## src/wb_pkg.sv

```systemverilog
`default_nettype none

// wishbone classic slave widths
package wb_pkg;

  localparam int adr_w = 32; // byte address
  localparam int dat_w = 32;
  localparam int sel_w = dat_w / 8; // one lane per byte

endpackage

`default_nettype wire

```

## src/dcache_pkg.sv

```systemverilog
`default_nettype none

package dcache_pkg;

  // geometry
  localparam int ways  = 4;
  localparam int way_w = 2;
  localparam int sets  = 64;
  localparam int words = 4; // words per line

  // address fields, low to high
  localparam int byte_w  = 2;
  localparam int word_w  = 2;
  localparam int index_w = 6;
  localparam int tag_w   = 22; // adr[31:10]

  localparam int age_w = 2; // true lru age per way

  // controller states
  localparam int st_w = 2;
  localparam logic [st_w-1:0] st_init   = 2'd0;
  localparam logic [st_w-1:0] st_idle   = 2'd1;
  localparam logic [st_w-1:0] st_lookup = 2'd2;
  localparam logic [st_w-1:0] st_resp   = 2'd3;

endpackage

`default_nettype wire

```

## src/dcache_ctrl.sv

```systemverilog
`timescale 1ns/1ps
`default_nettype none

module dcache_ctrl (
  input  wire                                           clk,
  input  wire                                           rst,
  input  wire                                           wb_cyc,
  input  wire                                           wb_stb,
  input  wire                                           wb_we,
  input  wire  [wb_pkg::adr_w-1:0]                      wb_adr,
  input  wire  [wb_pkg::dat_w-1:0]                      wb_dat_w,
  input  wire  [wb_pkg::sel_w-1:0]                      wb_sel,
  output logic [wb_pkg::dat_w-1:0]                      wb_dat_r,
  output logic                                          wb_ack,
  output logic                                          wb_err,
  input  wire  [dcache_pkg::ways-1:0]                   way_hit,
  input  wire  [dcache_pkg::ways*wb_pkg::dat_w-1:0]     way_rdata,
  output logic [dcache_pkg::index_w-1:0]                rd_index,
  output logic [dcache_pkg::word_w-1:0]                 rd_word,
  output logic [dcache_pkg::tag_w-1:0]                  cmp_tag,
  output logic [dcache_pkg::ways-1:0]                   data_we,
  output logic [dcache_pkg::ways-1:0]                   tag_we,
  output logic [dcache_pkg::index_w-1:0]                wr_index,
  output logic [dcache_pkg::word_w-1:0]                 wr_word,
  output logic [wb_pkg::sel_w-1:0]                      wr_sel,
  output logic [wb_pkg::dat_w-1:0]                      wr_data,
  output logic [dcache_pkg::tag_w-1:0]                  wr_tag,
  output logic                                          wr_valid,
  input  wire  [dcache_pkg::way_w-1:0]                  victim,
  output logic                                          upd_en,
  output logic [dcache_pkg::way_w-1:0]                  upd_way,
  output logic                                          init_en,
  output logic [dcache_pkg::index_w-1:0]                init_index
);

  logic [dcache_pkg::st_w-1:0]    state;
  logic [dcache_pkg::index_w-1:0] init_cnt;
  logic                           req_we;
  logic [dcache_pkg::index_w-1:0] req_index;
  logic [dcache_pkg::word_w-1:0]  req_word;
  logic [dcache_pkg::tag_w-1:0]   req_tag;
  logic [wb_pkg::sel_w-1:0]       req_sel;
  logic [wb_pkg::dat_w-1:0]       req_dat;
  logic                           idle;
  logic                           lookup;
  logic                           hit_any;
  logic [dcache_pkg::way_w-1:0]   hit_way;
  logic [dcache_pkg::way_w-1:0]   sel_way;

  assign idle    = (state == dcache_pkg::st_idle);
  assign lookup  = (state == dcache_pkg::st_lookup);
  assign init_en = (state == dcache_pkg::st_init);

  // index and tag go to the rams straight from the bus in idle
  assign rd_index = idle ? wb_adr[dcache_pkg::byte_w+dcache_pkg::word_w +: dcache_pkg::index_w]
                         : req_index;
  assign rd_word  = idle ? wb_adr[dcache_pkg::byte_w +: dcache_pkg::word_w] : req_word;
  assign cmp_tag  = idle ? wb_adr[wb_pkg::adr_w-1 -: dcache_pkg::tag_w] : req_tag;

  always_comb begin
    hit_way = '0;
    for (int w = 0; w < dcache_pkg::ways; w++) begin
      if (way_hit[w]) hit_way = dcache_pkg::way_w'(w);
    end
  end

  assign hit_any = |way_hit;
  assign sel_way = hit_any ? hit_way : victim; // allocate lru way on a miss

  always_comb begin
    for (int w = 0; w < dcache_pkg::ways; w++) begin
      data_we[w] = lookup && req_we && (sel_way == dcache_pkg::way_w'(w));
      tag_we[w]  = init_en ||
                   (lookup && req_we && !hit_any && (victim == dcache_pkg::way_w'(w)));
    end
  end

  assign wr_index   = init_en ? init_cnt : req_index;
  assign wr_word    = req_word;
  assign wr_sel     = req_sel;
  assign wr_data    = req_dat;
  assign wr_tag     = req_tag;
  assign wr_valid   = !init_en;
  assign init_index = init_cnt;
  assign upd_en     = lookup && (hit_any || req_we); // read miss leaves ages alone
  assign upd_way    = sel_way;

  always_ff @(posedge clk) begin
    if (rst) begin
      state    <= dcache_pkg::st_init;
      init_cnt <= '0;
      wb_ack   <= 1'b0;
      wb_err   <= 1'b0;
    end else begin
      wb_ack <= 1'b0;
      wb_err <= 1'b0;
      case (state)
        dcache_pkg::st_init: begin
          init_cnt <= init_cnt + 1'b1;
          if (init_cnt == dcache_pkg::index_w'(dcache_pkg::sets - 1)) begin
            state <= dcache_pkg::st_idle;
          end
        end
        dcache_pkg::st_idle: begin
          if (wb_cyc && wb_stb) state <= dcache_pkg::st_lookup;
        end
        dcache_pkg::st_lookup: begin
          wb_ack <= req_we || hit_any;
          wb_err <= !req_we && !hit_any;
          state  <= dcache_pkg::st_resp;
        end
        default: begin
          if (!wb_ack && !wb_err) state <= dcache_pkg::st_idle; // one quiet cycle
        end
      endcase
    end
  end

  always_ff @(posedge clk) begin
    if (idle) begin
      req_we    <= wb_we;
      req_index <= rd_index;
      req_word  <= rd_word;
      req_tag   <= cmp_tag;
      req_sel   <= wb_sel;
      req_dat   <= wb_dat_w;
    end
    if (lookup) begin
      wb_dat_r <= way_rdata[hit_way*wb_pkg::dat_w +: wb_pkg::dat_w];
    end
  end

endmodule

`default_nettype wire

```

## config.mk

```make
export PLATFORM = sky130hd
export DESIGN_NAME = dcache_ctrl
export DESIGN_NICKNAME = d
export VERILOG_FILES = /design/src/wb_pkg.sv /design/src/dcache_pkg.sv /design/src/dcache_ctrl.sv
export SDC_FILE = /design/constraint.sdc
export NUM_CORES = 1
export LEC_CHECK = 0
export ABC_AREA = 1
export ABC_CLOCK_PERIOD_IN_PS = 3400
export BUFFER_PORTS_ARGS = -buffer_cell sky130_fd_sc_hd__buf_2
export CORE_AREA = 10 10 134 124
export CTS_CLUSTER_SIZE = 20
export DETAILED_ROUTE_END_ITERATION = 10
export DIE_AREA = 0 0 144 134
export GPL_TIMING_DRIVEN = 0
export PLACE_DENSITY = 0.8
export SLEW_MARGIN = 20
export SYNTH_ARGS = -nofsm -noshare
export SYNTH_HDL_FRONTEND = slang
export SYNTH_SLANG_ARGS = --single-unit
```

## constraint.sdc

```tcl
create_clock -name clk -period 3.4 [get_ports clk]
set_input_delay 0.34 -clock clk [delete_from_list [all_inputs] [get_ports clk]]
set_output_delay 0.34 -clock clk [all_outputs]
set_load 0.005 [all_outputs]
```

## Yosys cells after proc, flatten, opt, wreduce, memory -nomap -nowiden

Index checks and enable logic that the tools add are counted.

| word-level totals | value |
|---|---|
| word-level logic and storage cells | 68 |
| input port bits | 207 |
| flip-flop bits (word level) | 109 |
| output and inout bits | 149 |

| operators by class | value |
|---|---|
| multiplexer cells | 12 |
| equal/unequal tests | 11 |
| reductions and logical operators | 31 |
| bitwise gates (word level) | 1 |
| add/subtract/negate cells | 1 |
| shifts and indexed selects | 1 |

Operator list:

| cell | number |
|---|---|
| variable part select 128 x 8 -> 32 bit | 1 |
| 2-to-1 mux 22 bit | 1 |
| logical AND 1 bit | 14 |
| 2-to-1 mux 2 bit | 7 |
| 2-to-1 mux 6 bit | 2 |
| == test 2 bit (second input constant) | 5 |
| adder 6 x 1 -> 6 bit (second input constant) | 1 |
| == test 2 x 1 -> 1 bit (second input constant) | 3 |
| == test 6 bit (second input constant) | 1 |
| zero test 2 bit | 3 |
| one-hot mux 2 bit (3 select lines) | 1 |
| zero test 1 bit | 5 |
| logical OR 1 bit | 5 |
| inequality test 2 x 1 -> 1 bit (second input constant) | 2 |
| nonzero test 4 bit | 1 |
| OR reduction 4 bit | 1 |
| AND reduction 3 bit | 1 |
| OR reduction 2 bit | 1 |
| 2-to-1 mux 1 bit | 1 |
| inverter 1 bit | 1 |

## Logic depth before layout (Yosys ltp)

| depth | value |
|---|---|
| word-level depth | 6 |
| gate-level depth with buffers | 9 |
| gate-level depth less buffers | 8 |

## Worst setup path after synthesis

Ideal clock, no wire load.

| path | value |
|---|---|
| path kind | flip-flop to output port |
| start point | register state[1] in the netlist's numbering |
| end point | output cmp_tag[10] in the netlist's numbering |
| path slack | -4 ps |
| arrival time | 3,064 ps |
| data required time | 3,060 ps |
| stages on the path, launching flop included | 6 |
| path buffers | 2 |
| cell sequence | dfxtp_1 > inv_1 > ha_1 > buf_2 > buf_2 > mux2_2 |

| on the way | value |
|---|---|
| cells in the longest elaborated chain, start to end | 2 |

RTL lines:

| element | line | RTL |
|---|---|---|
| from (decl) | dcache_ctrl.sv:36 | `logic [dcache_pkg::st_w-1:0] state;` |
| from (signal assigned) | dcache_ctrl.sv:90 | `state <= dcache_pkg::st_init;` |
| from (signal assigned) | dcache_ctrl.sv:101 | `state <= dcache_pkg::st_idle;` |
| from (signal assigned) | dcache_ctrl.sv:105 | `if (wb_cyc && wb_stb) state <= dcache_pkg::st_lookup;` |
| == test 2 x 1 -> 1 bit | dcache_ctrl.sv:50 | `assign idle = (state == dcache_pkg::st_idle);` |
| 2-to-1 mux 22 bit | dcache_ctrl.sv:58 | `assign cmp_tag = idle ? wb_adr[wb_pkg::adr_w-1 -: dcache_pkg::tag_w] : req_tag;` |
| to (decl) | dcache_ctrl.sv:20 | `output logic [dcache_pkg::tag_w-1:0] cmp_tag,` |

Every way passes these cells.

## Worst setup path after layout

| path | value |
|---|---|
| start point | register state[1] in the netlist's numbering |
| end point | output cmp_tag[5] in the netlist's numbering |

The elaborated chain is that of the path after synthesis.

==> impl_metrics.yaml <==
logic_synthesis:
  syn_avg_cell_area_um2: 11.3
  ys_seq_area_frac: 0.635
  synth_top_cell_area_share: 0.595
  synth.largest_area_cell: "edfxtp_1"
  synthMuxAreaShare: 0.0563
  synthSimpleGateAreaFrac: 0.113
  synth_top_family_by_area: "compound AO/OA/AOI/OAI gates"
  ys_seq_elements: 109
  synthesis.area_mm2: 0.00500
  ys_types: 27
  synthAdderAreaFrac: 0.0125
  synth_nets: 655
  yosysWarnings: 0
  synth_compound_area_frac: 0.127
  synth_cells: 443
  synthXorXnorAreaFrac: 0
  synthTopCellsByArea: "edfxtp_1 59%, nor2_1 6.2%, mux2_2 5.6%"
power:
  clkPwrFrac: 0.367
  p_int_uw: 2120
  combPwrFrac: 0.104
  p_leak_uw: 0.00306
  p_seq_frac: 0.529
  switchingPower_uw: 645
  pwr_density_cell_mw_per_mm2: 378
  ir_drop_v: 0.000217
  p_sw_frac: 0.233
setup_path:
  crit_fanout: 60
  path_buf_inv: 5
  cp_slowest_cell: "mux2_2"
  path_cells: "inv_1 -> ha_4 -> buf_16 -> buf_2 -> buf_2 -> mux2_2 -> buf_2"
  worstReg2RegStart: "state[1]$_SDFFE_PP0P_"
  max_stage_delay_ps: 390
  arrival_ps: 2510
  end_kind: "primary output"
  cp-start-kind: "register"
  cp.required_ps: 3060
  cp-startpoint: "state[1]$_SDFFE_PP0P_"
  critPathTopFamily: "buffers and inverters"
  path_common_cell: "buf_2"
  crit_type: "reg -> out"
timing:
  finalMaxSlewViolations: 0
  min_period_over_period: 0.837
  min_period_ps: 2850
  fmax_ghz: 0.351
  tightestPinTransition_ps: 471
  finalHoldViolations: 0
  fin_hold_ws_ps: 167
  maxSlewHeadroom: 0.686
  clock-skew-final_ps: 4.44
  fin_setup_tns_ps: 0
  rsz0062_at_grt: "no"
  finalSetupViolCount: 0
global_routing:
  antenna_found_initial: 1
  grt_pass1_vias: 5004
  grt_max_degree: 61
  track_usage: 0.183
  grt_pass1_wl_um: 27300
  overflow: 0
clock_network:
  cts_buffers: 9
  hold_buffers: 0
  cts_buffer_depth: 2
  cts.clk_slew.worst_paths_ps: 80
  cts_tree: "built"
  clk_latency_ps: 340
  htreeDepth: 3
  cts-resized-gates: 0
  cts_root_buffer: "clkbuf_16"
  cts_sinks: 109
  cts_setup_buffers: 0
routing:
  antenna_left: 0
  wl_per_cell_um: 19.3
  drc_errors: 0
  finalWirelength_um: 19000
  dr_total_vias: 4817
  drt_first_pass_iters: 4
  drtIter0Drc: 186
  vias_per_cell: 4.89
min_path:
  worstHoldStart: "wb_dat_w[22]"
  hold_path_class: "in -> reg"
floorplan:
  die_area_mm2: 0.0193
  io-pin-count: 356
  die_y_um: 134
  die_w_um: 144
  row_count: 41
  start_util: 0.362
  core_area_mm2: 0.0138
placed_design:
  place_hpwl_um: 15800
  port_buffers: 351
  gp_congestion: 0.925
layout:
  nNetsFinal: 1019
  areaGrowthSynthToFinish_pct: 46.7
  fillers: 1207
  final_layout_size_suffix_gt1_frac: 0.530
outcome:
  outcome: "finished clean"
job:
  maxCapViolations: 0
## final timing paths
kind,end,slack [ps],cells after the start
worst max-delay path,cmp_tag[5],550,7
worst min-delay path,wr_data[22]$_DFFE_PP_,170,1
worst max register to register,wr_tag[5]$_DFFE_PP_,1120,6
worst min register to register,state[1]$_SDFFE_PP0P_,520,2
## final cells by class
| cell class | instances | area [um2] | area share |
|---|---|---|---|
| Inverter | 29 | 114 | 0.0155 |
| Buffer | 26 | 170 | 0.0232 |
| Timing Repair Buffer | 353 | 1810 | 0.247 |
| Sequential cell | 109 | 3170 | 0.433 |
| Clock inverter | 7 | 66.3 | 0.00904 |
| Clock buffer | 9 | 225 | 0.0307 |
| Antenna cell | 1 | 2.50 | 0.000341 |
| Tap cell | 172 | 215 | 0.0293 |
| Multi-Input combinational cell | 279 | 1560 | 0.212 |
## per-layer routing
layer,vias to the layer above,share of wire,global-route usage
met5,-,0,0
met4,0,0.019,0.0612
met3,18,0.12,0.0780
met2,292,0.50,0.324
met1,2186,0.36,0.189
li1,2321,-,-
## Yosys cell counts
master    number
a21oi_1       36
buf_2         10
buf_6          8
clkbuf_1       8
dfxtp_1       10
edfxtp_1      99
ha_1           5
inv_1         21
inv_2          7
inv_6          1
mux2_2        25
nand2_1       32
nand2_2        3
nand2_4        2
nand3_1        4
nand4_1        3
nor2_1        82
nor2_8         1
nor3_1         2
nor3_2         1
o21a_1         1
o21ai_0       15
o21ai_1       31
o21ai_2        1
o22ai_1       33
or2_1          1
or2_4          1
## logic make-up (layout without fill, tap and decap cells)
family | Yosys count | count (layout)
buffers and inverters | 55 | 424
muxes | 25 | 25
DFF | 109 | 109
and+or+nand+nor | 132 | 132
AOI/OAI and AO/OA | 117 | 117
other | 0 | 1
adders and majority gates | 5 | 5
## power groups by stage
stage                     Sequential (uW)  Combinational [uW]  Clock, uW
after CTS                            1460                 287       1050
after global routing                 1460                 318       1100
after floorplan                      1490                 128          0
final                                1460                 288       1020
after detailed placement             1490                 286          0
after global placement               1490                 278          0
## registers in the layout (all words and copies together) (netlist names)
signal / flops
wb_dat_r: 32
wr_word: 2
req_we: 1
wb_err: 1
req_index: 6
wb_ack: 1
wr_sel: 4
init_index: 6
state: 2
wr_tag: 22
wr_data: 32
## placed cells by master, fill, tap and decap left out, types with 2 or more instances in the layout
cell	netlist	layout
a21oi_1	36	36
buf_16	0	2
buf_2	10	361
buf_6	8	8
clkbuf_1	8	8
clkbuf_16	0	9
dfxtp_1	10	10
edfxtp_1	99	99
ha_1	5	3
inv_1	21	21
inv_2	7	7
inv_6	1	4
mux2_2	25	25
nand2_1	32	32
nand2_2	3	3
nand2_4	2	2
nand3_1	4	4
nand4_1	3	3
nor2_1	82	82
nor3_1	2	2
o21ai_0	15	15
o21ai_1	31	31
o22ai_1	33	33
## worst register-to-register path, stage by stage (launching register included)
cell and delay (ps):
dfxtp_1 330, inv_1 140, ha_4 250, buf_16 290, buf_2 320, buf_2 300
mux2_2 390
## per-stage QoR
stage,setup WS [ps],total power [uW],cell area (um2),std cells,util
after floorplan,755,1620,5000,443,-
after global placement,153,1770,6970,966,0.505
after detailed placement,914,1780,7040,968,0.510
after CTS,518,2800,7330,984,0.531
after global routing,380,2890,7330,985,0.531
final,553,2770,7330,985,0.531
(Power assumes the default switching activity.)
