--- config.mk ---
export PLATFORM = sky130hd
export DESIGN_NAME = dcache_lru
export DESIGN_NICKNAME = d
export VERILOG_FILES = /design/src/dcache_pkg.sv /design/src/dcache_lru.sv
export SDC_FILE = /design/constraint.sdc
export NUM_CORES = 1
export LEC_CHECK = 0
export ABC_AREA = 1
export BUFFER_PORTS_ARGS = -buffer_cell sky130_fd_sc_hd__buf_2
export CAP_MARGIN = 10
export CELL_PAD_IN_SITES_DETAIL_PLACEMENT = 0
export CELL_PAD_IN_SITES_GLOBAL_PLACEMENT = 1
export CORE_ASPECT_RATIO = 0.9
export CORE_MARGIN = 10
export CORE_UTILIZATION = 45
export DETAILED_ROUTE_END_ITERATION = 8
export PLACE_DENSITY_LB_ADDON = 0.3
export SYNTH_ARGS = -nofsm -noshare
export SYNTH_HDL_FRONTEND = slang
export SYNTH_SLANG_ARGS = --single-unit
--- constraint.sdc ---
create_clock -name clk -period 4.93 [get_ports clk]
set_input_delay 0.986 -clock clk [delete_from_list [all_inputs] [get_ports clk]]
set_output_delay 0.986 -clock clk [all_outputs]
set_load 0.005 [all_outputs]
--- src/dcache_pkg.sv ---
`default_nettype none

package dcache_pkg;

  // geometry
  localparam int ways  = 4;
  localparam int way_w = 2;
  localparam int sets  = 64;
  localparam int words = 4; // words per line

  // address fields, low to high
  localparam int byte_w  = 2;
  localparam int word_w  = 2;
  localparam int index_w = 6;
  localparam int tag_w   = 22; // adr[31:10]

  localparam int age_w = 2; // true lru age per way

  // controller states
  localparam int st_w = 2;
  localparam logic [st_w-1:0] st_init   = 2'd0;
  localparam logic [st_w-1:0] st_idle   = 2'd1;
  localparam logic [st_w-1:0] st_lookup = 2'd2;
  localparam logic [st_w-1:0] st_resp   = 2'd3;

endpackage

`default_nettype wire

--- src/dcache_lru.sv ---
`timescale 1ns/1ps
`default_nettype none

module dcache_lru (
  input  wire                            clk,
  input  wire  [dcache_pkg::index_w-1:0] rd_index,
  output logic [dcache_pkg::way_w-1:0]   victim,
  input  wire                            upd_en,
  input  wire  [dcache_pkg::index_w-1:0] upd_index,
  input  wire  [dcache_pkg::way_w-1:0]   upd_way,
  input  wire                            init_en,
  input  wire  [dcache_pkg::index_w-1:0] init_index
);

  logic [dcache_pkg::ways*dcache_pkg::age_w-1:0] mem [dcache_pkg::sets];
  logic [dcache_pkg::index_w-1:0] rd_index_q;
  logic [dcache_pkg::ways*dcache_pkg::age_w-1:0] ages;
  logic [dcache_pkg::ways*dcache_pkg::age_w-1:0] new_ages;
  logic [dcache_pkg::ways*dcache_pkg::age_w-1:0] seed_ages;
  logic [dcache_pkg::age_w-1:0] acc_age;

  assign ages    = mem[rd_index_q];
  assign acc_age = ages[upd_way*dcache_pkg::age_w +: dcache_pkg::age_w];

  // oldest way has the top age
  always_comb begin
    victim = '0;
    for (int w = 0; w < dcache_pkg::ways; w++) begin
      if (ages[w*dcache_pkg::age_w +: dcache_pkg::age_w] ==
          dcache_pkg::age_w'(dcache_pkg::ways - 1)) begin
        victim = dcache_pkg::way_w'(w);
      end
    end
  end

  // update is computed on the ages read out for this set,
  // upd_index is always the index read the cycle before
  always_comb begin
    for (int w = 0; w < dcache_pkg::ways; w++) begin
      seed_ages[w*dcache_pkg::age_w +: dcache_pkg::age_w] = dcache_pkg::age_w'(w);
      if (dcache_pkg::way_w'(w) == upd_way) begin
        new_ages[w*dcache_pkg::age_w +: dcache_pkg::age_w] = '0;
      end else if (ages[w*dcache_pkg::age_w +: dcache_pkg::age_w] < acc_age) begin
        new_ages[w*dcache_pkg::age_w +: dcache_pkg::age_w] =
          ages[w*dcache_pkg::age_w +: dcache_pkg::age_w] + 1'b1; // younger ones age
      end else begin
        new_ages[w*dcache_pkg::age_w +: dcache_pkg::age_w] =
          ages[w*dcache_pkg::age_w +: dcache_pkg::age_w];
      end
    end
  end

  always_ff @(posedge clk) begin
    rd_index_q <= rd_index;
    if (init_en) begin
      mem[init_index] <= seed_ages;
    end else if (upd_en) begin
      mem[upd_index] <= new_ages;
    end
  end

endmodule

`default_nettype wire

### Word-level counts from Yosys, hierarchy flattened

Memories as Yosys holds them, arrays and structs flattened. A register that Yosys moved wholly into a read port is not among the register bits.
Index checks and enable logic that the tools add are counted.

* memories: 1
* RAM bits: 512
* word-level logic and storage cells: 37
* input bits: 23
* bits in registers: 0

Memories
* mem: depth 64, width 8, read ports 1, clocked after Yosys merged registers in 1, wr ports 1, line dcache_lru.sv:15 `logic [dcache_pkg::ways*dcache_pkg::age_w-1:0] mem [dcache_pkg::sets];`

* mux-type cells: 19
* eq/ne operators: 6
* magnitude comparators: 4
* shift operators: 1
* $add $sub $neg: 4
* reductions and logical operators: 2

Operators by type and width (number)
* 2-bit 2-to-1 mux: 10
* 2-bit by 1-bit adder with 2-bit output, second input constant: 4
* 2-bit < comparator: 4
* 8-bit 2-to-1 mux: 1
* 8-bit OR reduction: 1
* 8-bit by 4-bit indexed part select with 2-bit output: 1
* 1-bit 2-to-1 mux: 7
* 2-bit == test, second input constant: 3
* 6-bit 2-to-1 mux: 1
* 2-bit == test, first input constant: 2
* 1-bit by 2-bit == test with 1-bit output, first input constant: 1
* 2-bit zero test: 1

### Logic depth before layout (Yosys ltp)

Gate-level depths: netlist of the first run.

* depth after elaboration: 5
* depth in mapped cells: 20
* depth with buffers taken out: 17

### Worst setup path after synthesis of the first run

OpenSTA, ideal clock, no wires.

* kind: reg-to-reg
* from: register (tool-made name)
* to: memory mem[0][4] in the netlist's numbering, data pin
* period minus slack after synthesis: 4.688 ns
* arrival time: 4.140 ns
* path slack: 0.242 ns
* library setup time: 0.549 ns
* path buffers: 3
* cell stages (with the launch flop): 18
* data required time: 4.381 ns
* cells stage by stage: dfxtp_1 buf_4 buf_6 buf_4 nor2_1 o22ai_1 or2_2 o211ai_1 o21ai_1 o211ai_1 nand2_1 nand2_1 o21ai_1 nor2_1 ha_1 nand2_1 nand3_1 a21oi_1

RTL lines (line)
* end: declaration: dcache_lru.sv:15

==> impl_results.md, run 1 <==
* Outcome: complete, no violations
* Vias in the first global route at 13400
* Vias per cell at 5.623
* Fin. Hold Viols at 0
* RePlAce Congestion at 0.9062
* Max Transition Viols Final at 0
* Tightest Pin Transition at 0.9738 ns
* Routing usage on met1 at 26.91%
* Final Power at 9587 uW
* GRT overflow at 0
* Relative slew slack at 34.94%
* Clk slew on worst S/H paths at 0.06 ns
* Syn_nets at 1805
* Antenna viol nets, final at 0
* R2R Path End: mem[36][4]
* Antenna violations before repair at 1
* Reg2reg setup slack at 0.45 ns
* Setup TNS at 0 ns
* Multiplexer area fraction after synthesis at 0.04701%
* Worst VDD drop at 0.0002919 V
* Crit path DAT at 4.90 ns
* # diodes at 0
* Commonest non-fill, non-tap cell in the layout: edfxtp_1
* Cells after Synth at 1775
* Final #Nets at 1870
* Yosys reg bits at 518
* Hold Path Origin: rd_index[3]
* Yosys synthesis warning count at 0
* # clock sinks at 518
* Mapped Area at 21290 um^2
* Commonest cells after routing, fill and taps aside: edfxtp_1, nand2_1, nand3_1
* WS Path Type: reg -> reg
* Final setup fails at 0
* Top flop regs: mem (512)
* 1st-pass router iterations at 6
* Chip Height at 226.4 um
* Starting Density at 45.57%
* Site row count at 75
* Gr usage total at 19.15%
* I/O pin count at 25
* Area of the die at 56430 um^2
* DRC at 0
* Flip-flop count of the largest register after layout at 512
* DP HPWL at 32980 um
* Avg WL per Cell at 22.00 um
* Post-Place Setup Slack at 0.3515 ns
* Largest net degree at the start of global routing at 135
* Sequential-to-total area share from yosys stat at 72.77%
* Hold Crit Depth at 1
* Die Wd at 249.3 um
* Met2 usage at 30.13%
* RSZ-0062 raised after global routing: no
* Leak Pwr at 0.008693 uW
* Post-route worst setup slack at 0.4507 ns
* CTS tree: yes
* Area Growth Syn to Fin at 13.43%
* First DRT Iteration DRCs at 1308
* H-tree depth at 2
* Tcrit/Tclk final at 90.86%
* Simple logic cell fraction of the synthesized area at 16.60%
* Count of different cell masters after synthesis at 30
* IO buf count at 24
* Worst setup SP type: flip-flop
* Layout cells sized above 1 at 11.43%
* Fmax at 0.2232 GHz
* CTS buffer count at 51
* Clock Skews at 0.01814 ns
* Syn avg cell area at 12.00 um^2
* Max-Cap Viols at 0
* Post-CTS setup buffer count at 0
* Clk buf depth at 3
* Util after Layout at 51.68%
* Tmin final at 4.479 ns
* Post-Synth XOR/XNOR Area at 0.04113%
* Adder-cell share of the synthesized area at 0.4113%
* Cell chosen for the clock root: clkbuf_16
* GRT met3 Usage at 3.298%
* Final Instance Count excl. Fillers at 2497
* Largest family of logic cells by synthesized area: simple AND/OR/NAND/NOR gates
* Hold Crit Class: in -> reg
* CP Capture Type: flip-flop
* Final wirelength at 54930 um
* Core box area at 46730 um^2
* PwrDens at 396.9 nW/um^2
* Clk_lat worst skew at 0.59 ns
* Detailed-route via count at 14040
* R2R depth at 16
* Worst EP required at 5.35 ns
* Worst Path Max Fanout at 70
* Placed Cells incl. Taps at 2402
* Compound-Gate Fraction of Synth Area at 6.757%
* First-pass GRT wire length at 83590 um
* GRT Max-Usage Layer: met2
* Largest Register: mem
-- worst max path at each step --
stage          cells after the start  startpoint    endpoint  slack, ns
6_report                          16   flip-flop  mem[36][4]       0.45
5_1_grt                           17   flip-flop  mem[57][3]       0.08
4_1_cts                           18   flip-flop  mem[38][3]       0.33
3_5_place_dp                      18   flip-flop  mem[32][3]       0.35
3_3_place_gp                      18   flip-flop  mem[34][3]       0.38
2_1_floorplan                     17   flip-flop   mem[0][4]       0.24
-- final cells by class --
type / instances / area, um^2
Timing Repair Buffer: 121 / 973.4
Multi-Input combinational cell: 1115 / 5130
Clock inverter: 23 / 210.2
Sequential cell: 518 / 15500
Clock buffer: 71 / 1434
Fill cell: 4052 / 22580
Tap cell: 616 / 770.7
Inverter: 33 / 131.4
-- cell families after synthesis --
group / Yosys count
compound gates: 258
mux: 1
fa+ha+maj: 7
buf+inv: 143
xor+xnor: 1
flops: 518
simple gates: 847
-- power by group --
| group | internal, uW | switching (uW) | total (uW) |
|---|---|---|---|
| Combinational | 203 | 568 | 771 |
| Clock | 2240 | 1610 | 3850 |
| Sequential | 4950 | 19.2 | 4970 |
-- cells in the mapped netlist --
library cell	n	area share, %
o22ai_1	65	1.9
o221ai_1	12	0.49
nand3_1	233	5.5
inv_1	29	0.51
buf_1	7	0.12
buf_2	32	0.75
nand2_1	362	6.4
buf_6	10	0.53
inv_2	3	0.053
clkinv_1	1	0.018
nand4_1	8	0.24
o211ai_1	5	0.18
buf_4	18	0.63
or2_2	7	0.21
o311ai_1	1	0.041
o21ai_1	18	0.42
nand3b_1	1	0.035
mux2i_1	1	0.047
xor2_1	1	0.041
o21bai_1	1	0.035
clkbuf_1	43	0.76
nor4_1	8	0.24
ha_1	7	0.41
o21ai_0	153	3.6
dfxtp_1	6	0.56
or2_0	1	0.029
a21oi_1	2	0.047
o31ai_1	1	0.035
nor2_1	227	4.0
edfxtp_1	512	72
-- per-stage QoR --
stage                     hold WS [ns]  cell area, um^2
after floorplan                  1.014            21290
after global placement           1.090            22500
after detailed placement         1.090            22500
after CTS                       0.4743            24150
after global routing            0.4856            24150
final                           0.4983            24150
-- critical path: stages (launching register included) --
cell	delay [ns]
dfxtp_4	0.38
inv_6	0.41
buf_4	0.37
o21ai_0	0.13
o22ai_1	0.20
o21ai_0	0.14
o221ai_1	0.39
o211ai_1	0.15
nand2_1	0.16
nand2_1	0.06
o21ai_1	0.09
nor2_1	0.12
ha_1	0.32
nand2_1	0.10
nand3_1	0.11
a21oi_4	0.79
buf_12	0.27
-- per-layer routing --
layer | vias up | routed length, um
li1 | 6531 | -
met2 | 493 | 25210
met3 | 73 | 4140
met1 | 6944 | 24480
met4 | 0 | 1097
met5 | - | 0
-- timing repair --
| item | 4_1_cts | 5_1_grt |
|---|---|---|
| resized for setup | 0 | 0 |
| hold buffers | 0 | 0 |
| setup endpoints to repair | 0 | 28 |
(Power assumes the default switching activity.)
==> inputs of run 2 (changes only) <==
--- a/config.mk
+++ b/config.mk
@@ -15,5 +15,6 @@
 export CORE_UTILIZATION = 45
 export DETAILED_ROUTE_END_ITERATION = 8
-export PLACE_DENSITY_LB_ADDON = 0.3
+export PLACE_DENSITY_LB_ADDON = 0.12
+export REMOVE_ABC_BUFFERS = 1
 export SYNTH_ARGS = -nofsm -noshare
 export SYNTH_HDL_FRONTEND = slang
==> constraint.sdc (replaced) <==
create_clock -name clk -period 4.93 [get_ports clk]
set_input_delay 1.479 -clock clk [delete_from_list [all_inputs] [get_ports clk]]
set_output_delay 1.479 -clock clk [all_outputs]
set_load 0.005 [all_outputs]
==> impl_results.md, run 2 (synthesis results as in run 1) <==
* Outcome: complete, no violations
* Clk buf depth at 3 (unchanged)
* Layout cells sized above 1 at 12.14% (+0.71 points)
* R2R depth at 18 (+2)
* Max Transition Viols Final at 0 (unchanged)
* Post-route worst setup slack at 0.1789 ns (-0.2718 ns)
* Fmax at 0.2105 GHz (-5.7%)
* Worst EP required at 3.45 ns (-1.90 ns)
* First-pass GRT wire length at 86840 um (+3.9%)
* PwrDens at 389.2 nW/um^2 (-1.9%)
* Final wirelength at 58360 um (+6.2%)
* Max-Cap Viols at 0 (unchanged)
* CTS tree: yes
* Detailed-route via count at 14030 (-0.11%)
* R2R Path End: mem[37][3]
* Cts hold-fix bufs at 0 (unchanged)
* WS Path Type: reg -> out
* Top Family by Delay on Critical Path: buffers and inverters
* Flip-flop count of the largest register after layout at 512 (unchanged)
* Worst setup SP type: flip-flop
* Reg2reg setup slack at 0.45 ns (about the same)
* Worst Path Max Fanout at 31 (-56%)
* # clock sinks at 518 (unchanged)
* Slowest CP cell: dfxtp_4
* Site row count at 75 (unchanged)
* Gr usage total at 20.11% (+0.96 points)
* Tcrit/Tclk final at 96.37% (+5.5 points)
* Chip Height at 226.4 um (unchanged)
* IO buf count at 24 (unchanged)
* Setup TNS at 0 ns (unchanged)
* Worst VDD drop at 0.0003106 V (+6.4%)
* I/O pin count at 25 (unchanged)
* Die Wd at 249.3 um (unchanged)
* Largest net degree at the start of global routing at 97 (-28%)
* Fillers at 4095 (+1.1%)
* Vias per cell at 5.568 (-0.98%)
* Commonest cells after routing, fill and taps aside: edfxtp_1, nand2_1, nand3_1
* Top flop regs: mem (512)
* H-tree depth at 2 (unchanged)
* CTS buffer count at 53 (+3.9%)
* Hold Crit Class: in -> reg
* GRT overflow at 0 (unchanged)
* Tmin final at 4.751 ns (+0.2718 ns)
* Hold Path Origin: rd_index[3]
* RSZ-0062 raised after global routing: no
* RePlAce Congestion at 0.8966 (-1.1%)
* Avg WL per Cell at 23.17 um (+5.3%)
* # diodes at 0 (unchanged)
* Cell chosen for the clock root: clkbuf_16
* Hold Crit Depth at 1 (unchanged)
* Antenna violations before repair at 0 (-1)
* Slowest stage delay, CP at 0.42 ns (-0.37 ns)
* First DRT Iteration DRCs at 1290 (-1.4%)
* Relative slew slack at 33.35% (-1.6 points)
* DRC at 0 (unchanged)
* Crit path DAT at 3.27 ns (-1.63 ns)
* Commonest non-fill, non-tap cell in the layout: edfxtp_1
* Antenna viol nets, final at 0 (unchanged)
* Critical-path cell list: clkinv_8, buf_16, buf_4, o21ai_0, o22ai_1, o21ai_0, o221ai_1, nand3_1, nand2_1, buf_4, ha_1, nand2_1, nand2_1, buf_2
* Starting Density at 45.57% (unchanged)
* Tightest Pin Transition at 0.9974 ns (+0.02359 ns)
* DP HPWL at 35550 um (+7.8%)
* Clk_lat worst skew at 0.60 ns (about the same)
* Area of the die at 56430 um^2 (unchanged)
* Post-Place Setup Slack at 0.3712 ns (+0.01963 ns)
* Clock Skews at 0.02833 ns (+0.01019 ns)
* Core box area at 46730 um^2 (unchanged)
* CP Capture Type: primary output
* Final setup fails at 0 (unchanged)
* Fin. Hold Viols at 0 (unchanged)
* Leak Pwr at 0.008788 uW (+1.1%)
* Largest Register: mem
* 1st-pass router iterations at 5 (-1)
* Util after Layout at 52.11% (+0.43 points)
* Vias in the first global route at 13550 (+1.1%)
* Crit path buf inv count at 5 (+2)
* Final #Nets at 1892 (+1.2%)
* Area Growth Syn to Fin at 14.36%
* Critical Path Most Common Cell: nand2_1
* Clk slew on worst S/H paths at 0.06 ns (about the same)
[run 2: report_power, final]
| part | leakage [uW] | switching, uW | internal, uW |
|---|---|---|---|
| Combinational | 0.00301 | 594 | 229 |
| Clock | 0.000762 | 1620 | 2070 |
| Sequential | 0.00501 | 16.2 | 4950 |
[run 2: routing by layer]
metal  GRT usage [%]  part of all wire [%]  up-vias
met5               0                     0        -
met4           6.212                   2.5        0
met3           3.150                   5.7       83
met2           32.30                    47      404
met1           27.73                    45     6969
li1                -                     -     6570
[run 2: through the flow]
stage          cell area (um^2)  instances  power [uW]  hold WS (ns)
2_1_floorplan             20700       1665        5509         1.369
3_3_place_gp              22680       2420        5867         1.322
3_5_place_dp              22680       2420        5871         1.301
4_1_cts                   24230       2515        9541        0.9536
5_1_grt                   24350       2519        9816        0.9637
6_report                  24350       2519        9478        0.9850
[run 2: area by class of cell]
type | instances | area [um^2] | share of cell area (%)
sequential | 518 | 15500 | 63.66
multi-input combinational | 1114 | 5124 | 21.04
clock buffer | 65 | 1371 | 5.631
timing repair buffer | 142 | 1237 | 5.081
tap | 616 | 770.7 | 3.165
clock inverter | 31 | 192.7 | 0.7912
inverter | 33 | 152.6 | 0.6268
[run 2: how the worst max path moves through the flow]
stage,startpoint,end,slack (ns),depth (start not counted)
final,flip-flop,victim[0],0.18,14
after global routing,flip-flop,victim[0],0.006,14
after CTS,flip-flop,victim[0],0.04,13
after floorplan,flip-flop,mem[0][4],-7.10,15
after global placement,flip-flop,mem[43][3],0.38,18
after detailed placement,init_en,mem[44][0],0.37,8
[run 2: timing repair]
item | in CTS | in global routing
gates cloned | 0 | 2
resized for setup | 1 | 10
pin swaps | 0 | 1
endpoints found under the setup margin | 1 | 2
setup buffers | 0 | 2
==> inputs of run 3 (changes only) <==
Settings changed: ABC_AREA 1 to unset.
==> impl_results.md, run 3 <==
* Clk_lat worst skew at 0.60 ns (about the same)
* Commonest cells in the synthesized netlist: edfxtp_1, mux4_2, nor2_1, nand2_1, mux2i_1
* Simple logic cell fraction of the synthesized area at 3.866% (-13 points)
* RSZ-0062 raised after global routing: yes
* Tightest Pin Transition at 0.7058 ns (-0.2915 ns)
* I/O pin count at 25 (unchanged)
* Clk slew on worst S/H paths at 0.06 ns (about the same)
* Slowest stage delay, CP at 0.53 ns (+0.11 ns)
* Top cells by area, synth: edfxtp_1, mux4_2, nor2_1, mux2i_1, nand2_1
* Slowest CP cell: mux4_2
* Yosys reg bits at 518 (unchanged)
* Final setup fails at 2 (+2)
* Vias per cell at 5.770 (+3.6%)
* Sequential-to-total area share from yosys stat at 74.81% (+2.0 points)
* Post-Place Setup Slack at 0.03759 ns (-0.3336 ns)
* Worst EP required at 3.45 ns (about the same)
* Die Wd at 246.1 um (-1.3%)
* Multiplexer area fraction after synthesis at 17.16% (+17 points)
* Syn avg cell area at 20.96 um^2 (+75%)
* Ys flop type: edfxtp_1
* Relative slew slack at 52.83% (+19 points)
* CTS buffer count at 52 (-1.9%)
* Async set-reset flop share out of synthesis at 0% (unchanged)
* Outcome: complete, but fails checks
* Area Growth Syn to Fin at 17.99%
* H-tree depth at 2 (unchanged)
* PwrDens at 390.3 nW/um^2 (+0.29%)
* Clock Skews at 0.02294 ns (-0.005390 ns)
* Count of different cell masters after synthesis at 58 (+93%)
* Tcrit/Tclk final at 101.9% (+5.6 points)
* RePlAce Congestion at 0.8318 (-7.2%)
* Max Transition Viols Final at 0 (unchanged)
* Clk buf depth at 3 (unchanged)
* Flip-flop count of the largest register after layout at 512 (unchanged)
* Tmin final at 5.025 ns (+0.2743 ns)
* Starting Density at 45.56% (about the same)
* Final #Nets at 1185 (-37%)
* Top flop regs: mem (512)
* CP Capture Type: primary output
* IO buf count at 24 (unchanged)
* Mapped Area at 20710 um^2 (-2.7%)
* Largest family of logic cells by synthesized area: multiplexers
* CTS tree: yes
* Number of synthesized flops with an enable pin at 512 (unchanged)
* Most common cell in the netlist: edfxtp_1
* Layout cells sized above 1 at 33.47% (+21 points)
* GRT overflow at 0 (unchanged)
* Gr usage total at 18.72% (-1.4 points)
* Area of the die at 55020 um^2 (-2.5%)
* Yosys synthesis warning count at 0 (unchanged)
* Antenna viol nets, final at 0 (unchanged)
* Final wirelength at 50320 um (-14%)
* Avg WL per Cell at 27.86 um (+20%)
* Commonest non-fill, non-tap cell in the layout: edfxtp_1
* WS Path Type: reg -> out
* DRC at 0 (unchanged)
* Post-route worst setup slack at -0.09537 ns (-0.2743 ns)
* Largest net degree at the start of global routing at 49 (-49%)
* Leak Pwr at 0.007991 uW (-9.1%)
* Cells after Synth at 988 (-44%)
* First DRT Iteration DRCs at 1137 (-12%)
* Site row count at 74 (-1.3%)
* Chip Height at 223.5 um (-1.3%)
* DP HPWL at 32330 um (-9.1%)
* Crit path DAT at 3.55 ns (+0.28 ns)
* Synth top area share at 74.23% (+2.0 points)
* Cell chosen for the clock root: clkbuf_16
* Critical-path cell list: buf_12, buf_16, buf_4, mux4_2, mux4_2, mux4_2, ha_2, or2_4, buf_6
* Worst VDD drop at 0.0003042 V (-2.1%)
* Cts hold-fix bufs at 0 (unchanged)
* Worst setup SP type: flip-flop
* First-pass GRT wire length at 74280 um (-14%)
* Core box area at 45460 um^2 (-2.7%)
* Critical Path Most Common Cell: mux4_2
* Adder-cell share of the synthesized area at 0.4229% (+0.012 points)
* Failing checks: negative setup slack
* Util after Layout at 53.75% (+1.6 points)
* Post-Synth XOR/XNOR Area at 0.08458% (+0.043 points)
* Max-Cap Viols at 0 (unchanged)
* Antenna violations before repair at 0 (unchanged)
* Fmax at 0.1990 GHz (-5.5%)
* # clock sinks at 518 (unchanged)
* Vias in the first global route at 10470 (-23%)
* Synth area leader: edfxtp_1
* Worst Path Max Fanout at 7 (-77%)
* # diodes at 0 (unchanged)
* Hold Crit Class: in -> reg
* Compound-Gate Fraction of Synth Area at 2.344% (-4.4 points)
* Fin. Hold Viols at 0 (unchanged)
* 1st-pass router iterations at 5 (unchanged)
* Commonest cells after routing, fill and taps aside: edfxtp_1, mux4_2, buf_4
* Detailed-route via count at 10420 (-26%)
* Largest Register: mem
[run 3: changes by cell type after synthesis, sizes merged, moves of 10 or more]
cell and change:
inv -24, nand2 -326, mux2i +21, o22ai -61
nor2b +11, o221ai -10, nor2 -156, mux4 +146
buf -40, o21ai -160, nand3 -220, clkbuf -22
[run 3: final cells by class]
class | instances | area (um^2)
Fill cell | 3550 | 21020
Tap cell | 608 | 760.7
Sequential cell | 518 | 15510
Clock buffer | 73 | 1451
Multi-Input combinational cell | 413 | 5039
Inverter | 9 | 33.78
Timing Repair Buffer | 161 | 1480
Clock inverter | 24 | 165.2
[run 3: metrics by stage]
| step | instances | setup TNS (ns) | cell area, um^2 | hold WS (ns) | power [uW] |
|---|---|---|---|---|---|
| floorplan | 940 | -2778.04 | 20470 | 1.498 | 5534 |
| global placement | 1684 | 0 | 22480 | 1.357 | 5836 |
| detailed placement | 1684 | 0 | 22480 | 1.348 | 5845 |
| CTS | 1804 | -0.2234 | 24420 | 0.9577 | 9641 |
| global route | 1806 | -0.2972 | 24440 | 0.9704 | 9880 |
| finish | 1806 | -0.1625 | 24440 | 0.9839 | 9539 |
[run 3: worst paths after layout]
path	from	to	slack, ns	cells after the start
worst max-delay path	flip-flop	victim[1]	-0.1	9
worst min-delay path	rd_index[2]	flip-flop	0.98	1
worst max register to register	flip-flop	mem[25][2]	0.16	13
worst min register to register	flip-flop	mem[4][2]	1.28	4
[run 3: what timing repair did]
item                                    CTS  global route
buffers inserted                         21             2
endpoints found under the setup margin    2             2
cloned                                    2             0
gates resized for setup                  15             1
pin swaps                                 1             0
[run 3: metal layers]
layer  up-vias  routed length, um  GRT usage [%]  part of all wire [%]
met4         0                926          4.954                   1.8
met1      5586              23080          27.47                    46
met2       305              23300          28.18                    46
li1       4479                  -              -                     -
met3        51               3021          3.715                   6.0
met5         -                  0              0                     0
[run 3: cells by family after synthesis]
kind of cell,Yosys count
AOI/OAI and AO/OA,63
and+or+nand+nor,170
xor gates and xnor gates,2
buffers and inverters,57
adders and majority gates,7
muxes,171
DFF,518
[run 3: where the power goes]
group / switching, uW / leakage [uW] / internal [uW]
combinational: 473 / 0.00252 / 333
clock: 1600 / 0.000792 / 2150
sequential: 18.4 / 0.00468 / 4960
[run 3: critical path: cells and delay by family (launching register included)]
kind	cells	cell delay [ns]
adders and majority gates	1	0.21
muxes	3	1.53
and+or+nand+nor	1	0.24
buffers and inverters	4	0.58
DFF	1	0.38
